$ cat src/design/baser_257b_pkg.sv
package baser_257b_pkg;

    // Lane and block geometry
    localparam int DATA_WIDTH  = 64;
    localparam int NUM_LANES   = 4;
    localparam int XCODE_WIDTH = NUM_LANES * DATA_WIDTH + 1;
    localparam int BODY_WIDTH  = DATA_WIDTH - 8;
    localparam int CHAR_WIDTH  = 7;

    typedef logic [XCODE_WIDTH-1:0] xcode_t;
    typedef logic [DATA_WIDTH-1:0]  lane_data_t;
    typedef logic [BODY_WIDTH-1:0]  ctrl_body_t;
    typedef logic [7:0]             blk_type_t;
    typedef logic [31:0]            stat_count_t;

    // Fixed test patterns
    localparam logic [7:0]            DATA_CHAR = 8'hAA;
    localparam logic [CHAR_WIDTH-1:0] CTRL_CHAR = 7'h1E;
    localparam logic [3:0]            OSET_CODE = 4'hF;

    // 64b/66b control block type bytes
    localparam blk_type_t TYPE_CTRL   = 8'h1E;
    localparam blk_type_t TYPE_START  = 8'h78;
    localparam blk_type_t TYPE_OSET   = 8'h4B;
    localparam blk_type_t TYPE_TERM_0 = 8'h87;
    localparam blk_type_t TYPE_TERM_1 = 8'h99;
    localparam blk_type_t TYPE_TERM_2 = 8'hAA;
    localparam blk_type_t TYPE_TERM_3 = 8'hB4;
    localparam blk_type_t TYPE_TERM_4 = 8'hCC;
    localparam blk_type_t TYPE_TERM_5 = 8'hD2;
    localparam blk_type_t TYPE_TERM_6 = 8'hE1;
    localparam blk_type_t TYPE_TERM_7 = 8'hFF;

    // The first control lane of a 257b block carries only the high nibble
    // of its type byte; every valid type has a distinct high nibble
    function automatic blk_type_t type_from_nibble(input logic [3:0] nibble);
        blk_type_t type_byte;
        case (nibble)
            4'h1:    type_byte = TYPE_CTRL;
            4'h7:    type_byte = TYPE_START;
            4'h4:    type_byte = TYPE_OSET;
            4'h8:    type_byte = TYPE_TERM_0;
            4'h9:    type_byte = TYPE_TERM_1;
            4'hA:    type_byte = TYPE_TERM_2;
            4'hB:    type_byte = TYPE_TERM_3;
            4'hC:    type_byte = TYPE_TERM_4;
            4'hD:    type_byte = TYPE_TERM_5;
            4'hE:    type_byte = TYPE_TERM_6;
            4'hF:    type_byte = TYPE_TERM_7;
            // Matches no type rule downstream
            default: type_byte = 8'h00;
        endcase
        return type_byte;
    endfunction

endpackage

$ cat src/design/xcode_lane_splitter.sv
`timescale 1ns/1ps

module xcode_lane_splitter
    import baser_257b_pkg::*;
(
    input  xcode_t                  i_xcoded,
    output logic [NUM_LANES-1:0]    o_is_ctrl,
    output blk_type_t               o_lane_type [NUM_LANES],
    output ctrl_body_t              o_lane_body [NUM_LANES],
    output lane_data_t              o_lane_data [NUM_LANES],
    output logic                    o_all_data,
    output logic                    o_layout_bad
);

    // Zero tail so a data lane 3 ahead of any control lane can still be
    // sliced at its +4 offset; that layout is flagged bad anyway
    logic [XCODE_WIDTH+3:0] xcoded_ext;
    logic [NUM_LANES-1:0]   lane_flags;

    assign xcoded_ext = {4'b0000, i_xcoded};

    // Flag bit set means data lane, clear means control lane
    assign lane_flags = i_xcoded[NUM_LANES:1];
    assign o_all_data = i_xcoded[0];

    // Header 0 must carry at least one control lane
    assign o_layout_bad = !i_xcoded[0] && (&lane_flags);

    always_comb begin
        logic ctrl_seen;
        int   base;

        ctrl_seen = 1'b0;
        for (int i = 0; i < NUM_LANES; i++) begin
            base = 1 + DATA_WIDTH * i;

            // Layout once a control lane has been seen, also the all-data layout
            o_is_ctrl[i]   = 1'b0;
            o_lane_type[i] = '0;
            o_lane_body[i] = xcoded_ext[base + $bits(blk_type_t) +: BODY_WIDTH];
            o_lane_data[i] = xcoded_ext[base +: DATA_WIDTH];

            if (!o_all_data) begin
                if (lane_flags[i]) begin
                    // Data lanes ahead of the first control lane sit behind the flags
                    if (!ctrl_seen) begin
                        o_lane_data[i] = xcoded_ext[base + 4 +: DATA_WIDTH];
                    end
                end else if (!ctrl_seen) begin
                    // First control lane, compressed type nibble
                    ctrl_seen      = 1'b1;
                    o_is_ctrl[i]   = 1'b1;
                    o_lane_type[i] = type_from_nibble(xcoded_ext[base + 4 +: 4]);
                end else begin
                    // Later control lanes keep their full type byte
                    o_is_ctrl[i]   = 1'b1;
                    o_lane_type[i] = xcoded_ext[base +: $bits(blk_type_t)];
                end
            end
        end
    end

endmodule

$ cat config.mk
export PLATFORM = sky130hd
export DESIGN_NAME = xcode_lane_splitter
export DESIGN_NICKNAME = d
export VERILOG_FILES = /design/src/design/baser_257b_pkg.sv /design/src/design/xcode_lane_splitter.sv
export SDC_FILE = /design/constraint.sdc
export NUM_CORES = 1
export LEC_CHECK = 0
export ABC_CLOCK_PERIOD_IN_PS = 1500
export BUFFER_PORTS_ARGS = -buffer_cell sky130_fd_sc_hd__buf_2
export CORE_AREA = 4 4 303 305
export DETAILED_ROUTE_END_ITERATION = 10
export DIE_AREA = 0 0 307 309
export PLACE_DENSITY_LB_ADDON = 0.05
export SLEW_MARGIN = 20
export SYNTH_ARGS = -nofsm -noshare
export SYNTH_HDL_FRONTEND = slang
export SYNTH_SLANG_ARGS = --single-unit
$ cat constraint.sdc
create_clock -name vclk -period 1.5
set_input_delay 0.15 -clock vclk [all_inputs]
set_output_delay 0.15 -clock vclk [all_outputs]
set_load 0.02 [all_outputs]
==> summary.txt, run 1 <==
Status
  – Status: complete, but fails checks
  – Violated checks: setup timing

Detailed routing
  – Drt wl/cell: 19.79 um
  – Drt pass-1 iters: 4
  – Post-Route WL: 51920 um
  – DR iter-0 viols: 214
  – Vias post-DR: 7942
  – Vias/cell: 3.027
  – Post-DRT Antenna Nets: 0
  – Remaining DRCs: 0

STA
  – RSZ-0062 raised after global routing: yes
  – Setup TNS: -25380 ps
  – Finish-stage setup viols: 212
  – Worst-Margin Slew: 323.2 ps
  – Hold Slack: 549.1 ps
  – Rel. slew slack: 0.7846
  – Setup slack after layout: -237.8 ps
  – Fin crit period: 1738 ps
  – Final Max Slew Viols: 0
  – Fmax: 575.4 MHz
  – Final Cycle Share: 1.159
  – Hold Fails Final Rpt: 0

Global route
  – Largest net degree at the start of global routing: 31
  – First-pass GRT wire length: 66410 um
  – Initial antenna violation count: 9
  – Vias in the first global route: 8083
  – Total GRT Usage: 0.09722
  – GRT overflow: 0

Place
  – Pre-CTS WS: -572.1 ps
  – GP Congestion: 0.8328
  – Placed cell areas: 10220 um^2
  – Post-DP HPWL: 44760 um
  – Port Buf Inserts: 775

Floorplanning
  – Die Y: 309 um
  – Initial core utilization: 0.06606
  – Chip Width: 307 um
  – Core ar.: 89320 um^2
  – # IOs: 775
  – Die footprint: 94860 um^2
  – Floorplan row count: 110

Power and ir drop
  – Fraction of power spent switching nets: 0.5645
  – Lkg Pwr: 6.814 nW
  – P_sw: 2.692 mW
  – Internal: 2.077 mW
  – Power per cell area: 377.2 nW/um^2
  – Combinational power share: 1.000
  – Worst VDD drop: 129.5 uV
  – Clk pwr share: 0
  – Seq pwr share: 0

Yosys
  – Top-count cell post-synth: buf_4
  – Post-synth top area cell: buf_4
  – Register area share after synthesis: 0
  – Post-synth net total: 1072
  – Area share of the largest cell type after synthesis: 0.2952
  – Ranking of synthesized cells by area: buf_4 30%, mux2_2 27%, nand2_1 12%
  – Yosys cell types: 38
  – Mapped Area: 5901 um^2
  – Yosys warns: 0
  – Mapped Cells: 803
  – Synth top cells by count: 232 x buf_4, 196 x nand2_1, 141 x mux2_2
  – Syn_area_per_cell: 7.348 um^2

Worst setup path
  – Worst Path Max Fanout: 6
  – CP arrival: 1590 ps
  – Startpoint types: primary input
  – Crit end category: output port
  – Critical Path RT: 1350 ps
  – Critical setup path kind: primary input to output port

Final layout
  – Register Area: 0 um^2
  – Area growth syn-to-layout: 114.3%
  – CLK BUF: 0
  – Fill count: 10440
  – Share of post-route cells with drive strength above 1: 0.8035
  – Fin nets: 1716
  – Seq cells: 0
  – Final Cell Area: 12640 um^2

Worst hold path
  – Hold depth: 2
  – Hold crit path type: primary input to output port

Clocking
  – CTS Hold Buffers Added: 0

Run
  – Max-Cap Viols: 0
per-stage QoR:
| stage | std cells | total power, mW | util |
|---|---|---|---|
| 4_1_cts | 2600 | 4.475 | 0.1292 |
| 6_report | 2624 | 4.769 | 0.1416 |
| 3_3_place_gp | 2579 | 4.122 | 0.1144 |
| 3_5_place_dp | 2579 | 4.034 | 0.1144 |
| 2_1_floorplan | 803 | 2.421 | - |
| 5_1_grt | 2623 | 5.069 | 0.1415 |
critical path, cell delays in order:
cell     delay [ps]
buf_8            80
and2_4          130
and2b_4         210
nand3_4         130
buf_6           160
buf_6           130
buf_16          140
mux2_4          300
buf_6           130
per-layer routing:
layer	part of all wire	global-route usage	vias up
li1	-	-	3752
met3	0.081	0.02465	26
met5	0.00069	0	-
met1	0.36	0.1044	3755
met4	0.0065	0.006867	6
met2	0.55	0.1976	403
power by group through the flow:
stage / clock network [mW] / logic [mW] / registers (mW)
after floorplan: 0 / 2.42 / 0
after global placement: 0 / 4.12 / 0
after detailed placement: 0 / 4.03 / 0
after CTS: 0 / 4.47 / 0
after global routing: 0.000000179 / 5.07 / 0
final: 0.000000183 / 4.77 / 0
layout by cell type, fill, tap and decap left out, types with 5 or more instances in the layout:
| master | instances |
|---|---|
| a21oi_2 | 5 |
| buf_12 | 17 |
| buf_6 | 178 |
| ha_4 | 6 |
| buf_16 | 10 |
| inv_2 | 5 |
| buf_4 | 92 |
| a211oi_2 | 6 |
| ha_1 | 5 |
| o21ai_0 | 14 |
| mux2_2 | 53 |
| nor2_1 | 18 |
| mux2_4 | 133 |
| nand2_1 | 194 |
| buf_8 | 7 |
| a21oi_1 | 13 |
| and2_4 | 5 |
| buf_2 | 600 |
| inv_1 | 6 |
kinds of logic (layout without fill, tap and decap cells):
logic type	Yosys count	after routing	share of synthesized area
and+or+nand+nor	253	254	0.1745
xor gates and xnor gates	4	4	0.005938
AOI/OAI and AO/OA	61	61	0.06468
other	0	3	0
adders and majority gates	12	12	0.02544
muxes	190	190	0.3904
buffers and inverters	283	924	0.3391
repair_timing:
item,in CTS,in global routing
endpoints found under the setup margin,276,267
cloned,11,3
pin swaps,13,25
gates resized for setup,279,291
buffers inserted,10,23
area by class of cell:
type / instances / area [um^2] / area share
Multi-Input combinational cell: 521 / 4564 / 0.3610
Tap cell: 1176 / 1471 / 0.1164
Timing Repair Buffer: 910 / 6541 / 0.5173
Antenna cell: 3 / 7.507 / 0.0005937
Inverter: 14 / 60.06 / 0.004750
final timing paths:
kind	slack (ps)	from	end
worst max-delay path	-240	i_xcoded[1]	o_lane_data[54]
worst min-delay path	550	i_xcoded[141]	o_lane_body[60]
Note: power is estimated with default switching activity, not from simulation.
==> run 2, diff against run 1 <==
--- a/config.mk
+++ b/config.mk
@@ -11,6 +11,7 @@
 export DETAILED_ROUTE_END_ITERATION = 10
 export DIE_AREA = 0 0 307 309
 export PLACE_DENSITY_LB_ADDON = 0.05
+export SETUP_SLACK_MARGIN = 0.5
 export SLEW_MARGIN = 20
 export SYNTH_ARGS = -nofsm -noshare
 export SYNTH_HDL_FRONTEND = slang
==> summary.txt, run 2 (synthesis results as in run 1) <==
Status
  – Status: complete, but fails checks
  – Violated checks: setup timing

Worst setup path
  – Crit path launch: i_xcoded[1]
  – CP arrival: 1600 ps
  – Worst Path Max Fanout: 9
  – Startpoint types: primary input
  – Crit path capture: o_lane_data[49]
  – Critical setup path kind: primary input to output port
  – Crit end category: output port
  – Critical Path RT: 1350 ps

STA
  – RSZ-0062 raised after global routing: yes
  – Fin crit period: 1754 ps
  – Hold Fails Final Rpt: 0
  – Hold Slack: 551.9 ps
  – Rel. slew slack: 0.7514
  – Setup slack after layout: -253.7 ps
  – Finish-stage setup viols: 275
  – Final Cycle Share: 1.169
  – Final Max Slew Viols: 0
  – Worst-Margin Slew: 370.7 ps
  – Fmax: 570.2 MHz

Global route
  – Total GRT Usage: 0.09534
  – GRT overflow: 0
  – Initial antenna violation count: 4
  – Vias in the first global route: 8178
  – Largest net degree at the start of global routing: 30
  – First-pass GRT wire length: 65470 um

Final layout
  – Seq cells: 0
  – Fill count: 10180
  – Most common cell after layout, fill and taps aside: buf_2
  – Area growth syn-to-layout: 146.5%
  – Multi-input gate area: 5166 um^2
  – Fin nets: 1752
  – Util after Layout: 0.1628
  – Register Area: 0 um^2
  – CLK BUF: 0
  – Most frequent cells in the layout: 528 x buf_2, 266 x buf_6, 159 x mux2_4, 100 x nand2_1
  – Share of post-route cells with drive strength above 1: 0.8751

Detailed routing
  – Post-Route WL: 52860 um
  – Drt pass-1 iters: 4
  – Drt wl/cell: 19.87 um
  – Vias/cell: 3.061
  – Post-DRT Antenna Nets: 0
  – Vias post-DR: 8142
  – DR iter-0 viols: 218
  – Remaining DRCs: 0

Floorplanning
  – Core ar.: 89320 um^2
  – Chip Width: 307 um
  – Die footprint: 94860 um^2
  – # IOs: 775
  – Die Y: 309 um
  – Floorplan row count: 110
  – Initial core utilization: 0.06606

Worst hold path
  – Hold crit path type: primary input to output port
  – HP Start: i_xcoded[29]

Place
  – GP Congestion: 0.8235
  – Post-DP HPWL: 43650 um
  – Pre-CTS WS: -464.8 ps
  – Port Buf Inserts: 775

Clocking
  – CTS Hold Buffers Added: 0

Power and ir drop
  – Lkg Pwr: 7.626 nW
  – Worst VDD drop: 148.1 uV
  – Tot Pwr: 5.329 mW
  – Power per cell area: 366.4 nW/um^2

Run
  – Max-Cap Viols: 0
run 2: layout make-up:
class,instances,share of cell area
well taps,1176,0.1012
multi-input cells,523,0.3552
diodes,3,0.0005162
repair buffers,944,0.5372
inverters,14,0.005850
run 2: critical path, cell delays in order:
cell     delay [ps]
buf_6            80
and2_4          130
and2b_4         230
nand3_4          90
buf_12          170
buf_12          140
buf_16          130
mux2_4          290
buf_2           160
run 2: where the power goes:
group	total, mW	switching, mW	internal (mW)
registers	0	0	0
clock network	0.000000183	0	0.000000183
logic	5.33	2.87	2.46
total	5.33	2.87	2.46
run 2: timing repair:
action,4_1_cts,5_1_grt
setup endpoints to repair,294,294
gates resized for setup,281,559
cloned,16,18
setup buffers,21,22
pin swaps,11,47
run 2: routing by layer:
layer	vias to the layer above	GRT usage	wire, um
met2	392	0.1961	29850
met5	-	0	20
met3	33	0.01807	3267
met1	3879	0.09939	18620
li1	3834	-	-
met4	4	0.01940	1095
run 2: through the flow:
stage	TNS [ps]	cells	area (um^2)
finish	-38150	2660	14540
global route	-50260	2658	14540
CTS	-40080	2617	12220
detailed placement	-62850	2580	10650
global placement	-62910	2580	10650
floorplan	0	803	6446
run 2: worst min path at each step:
stage,to,cells after the start
4_1_cts,o_lane_body[66],2
3_5_place_dp,o_lane_body[66],2
2_1_floorplan,o_lane_type[12],1
5_1_grt,o_lane_body[41],2
6_report,o_lane_body[188],2
3_3_place_gp,o_lane_body[188],2
==> run 3, diff against run 2 <==
--- a/config.mk
+++ b/config.mk
@@ -11,7 +11,7 @@
 export DETAILED_ROUTE_END_ITERATION = 10
 export DIE_AREA = 0 0 307 309
 export PLACE_DENSITY_LB_ADDON = 0.05
-export SETUP_SLACK_MARGIN = 0.5
+export SETUP_SLACK_MARGIN = 0.3
 export SLEW_MARGIN = 20
 export SYNTH_ARGS = -nofsm -noshare
 export SYNTH_HDL_FRONTEND = slang
==> summary.txt, run 3 (synthesis results as in run 1) <==
Final layout
  – Most common cell after layout, fill and taps aside: buf_2
  – Area growth syn-to-layout: 147.8%
  – Fill count: 10240
  – Register Area: 0 um^2
  – Seq cells: 0
  – Non-Filler Instances: 2654
  – Most frequent cells in the layout: 521 x buf_2, 260 x buf_6, 137 x mux2_4, 96 x buf_4, 82 x nand2_2
  – CLK BUF: 0
  – Util after Layout: 0.1637
  – Fin nets: 1747
  – Share of post-route cells with drive strength above 1: 0.9201

Worst hold path
  – Hold crit path type: primary input to output port
  – Hold depth: 2
  – HP Start: i_xcoded[23]
  – Endpoint, Worst Hold: o_lane_body[182]

Worst setup path
  – Startpoint types: primary input
  – Worst Path Max Fanout: 10
  – Crit end category: output port
  – Critical Path RT: 1350 ps
  – CP arrival: 1550 ps
  – Critical setup path kind: primary input to output port

Global route
  – Initial antenna violation count: 2
  – First-pass GRT wire length: 67070 um
  – GRT overflow: 0
  – Largest net degree at the start of global routing: 35
  – Vias in the first global route: 8139
  – Total GRT Usage: 0.09758

Detailed routing
  – Vias post-DR: 8139
  – Post-Route WL: 52590 um
  – Drt pass-1 iters: 4
  – Remaining DRCs: 0
  – Drt wl/cell: 19.82 um
  – Vias/cell: 3.067
  – DR iter-0 viols: 148
  – Post-DRT Antenna Nets: 0

Power and ir drop
  – Fraction of power spent switching nets: 0.5392
  – Seq pwr share: 0
  – Power per cell area: 369.7 nW/um^2
  – Internal: 2.491 mW
  – Worst VDD drop: 117.0 uV
  – Combinational power share: 1.000
  – Clk pwr share: 0
  – Tot Pwr: 5.405 mW
  – Lkg Pwr: 7.439 nW
  – P_sw: 2.914 mW

STA
  – Final Cycle Share: 1.135
  – Finish-stage setup viols: 218
  – Hold Slack: 550.5 ps
  – Fmax: 587.4 MHz
  – RSZ-0062 raised after global routing: yes
  – Final Max Slew Viols: 0
  – Rel. slew slack: 0.7758
  – Worst-Margin Slew: 336.3 ps
  – Fin crit period: 1702 ps
  – Setup slack after layout: -202.3 ps
  – Hold Fails Final Rpt: 0

Place
  – GP Congestion: 0.8432
  – Post-DP HPWL: 44740 um
  – Placed insts: 2587
  – Pre-CTS WS: -281.2 ps
  – Port Buf Inserts: 775

Run
  – Max-Cap Viols: 0

Status
  – Violated checks: setup timing
  – Status: complete, but fails checks

Floorplanning
  – Core ar.: 89320 um^2
  – Initial core utilization: 0.06606
  – Chip Width: 307 um
  – Floorplan row count: 110
  – Die Y: 309 um
  – # IOs: 775
  – Die footprint: 94860 um^2
## run 3: cell count changes in the layout (fill, tap and decap cells not counted), moves of 8 or more
cell       previous run  this run
nand2_1             100        71
mux2_2               27        49
nand2_2              74        82
nand2_4              22        43
mux2_4              159       137
clkbuf_16            14         6
buf_4                74        96
## run 3: what timing repair did
action / 4_1_cts / 5_1_grt
buffers inserted: 17 / 28
hold buffers: 0 / 0
resized for setup: 220 / 734
endpoints found under the setup margin: 292 / 292
pin swaps: 12 / 146
gates cloned: 13 / 7
## run 3: worst max-delay path, cell delays in order
cell	delay (ps)
buf_8	100
and2_4	150
and2b_4	190
nand3_4	70
buf_12	140
bufbuf_16	280
mux2_4	300
buf_2	160
## run 3: cell type report
type	instances	area (um^2)	share of cell area
timing repair buffer	941	7605	0.5201
multi-input combinational	521	5469	0.3740
tap	1176	1471	0.1006
inverter	14	72.57	0.004963
antenna	2	5.005	0.0003423
## run 3: power by group through the flow
stage	Sequential, mW	Clock (mW)	Combinational (mW)
2_1_floorplan	0	0	2.57
3_3_place_gp	0	0	4.29
3_5_place_dp	0	0	4.22
4_1_cts	0	0	4.62
5_1_grt	0	0.000000179	5.73
6_report	0	0.000000180	5.41
## run 3: worst max path at each step
stage	from	to	slack, ps	cells after the start
CTS	i_xcoded[2]	o_lane_data[92]	-260	9
global route	i_xcoded[2]	o_lane_data[83]	-240	9
finish	i_xcoded[2]	o_lane_data[48]	-200	8
global placement	i_xcoded[1]	o_lane_data[9]	-300	7
floorplan	i_xcoded[1]	o_lane_data[100]	130	5
detailed placement	i_xcoded[1]	o_lane_data[1]	-280	7
## run 3: stage by stage
step                      setup TNS (ps)  area, um^2
final                             -24800       14620
after global routing              -35140       14620
after CTS                         -28310       11910
after detailed placement          -50700       10660
after global placement            -50770       10660
after floorplan                        0        6385
## run 3: layer usage
| layer | wire length [um] | vias up | track usage |
|---|---|---|---|
| met3 | 3712 | 16 | 0.01951 |
| li1 | - | 3809 | - |
| met1 | 19100 | 3932 | 0.1075 |
| met2 | 29210 | 382 | 0.1974 |
| met4 | 559 | 0 | 0.009919 |
| met5 | 0 | - | 0 |
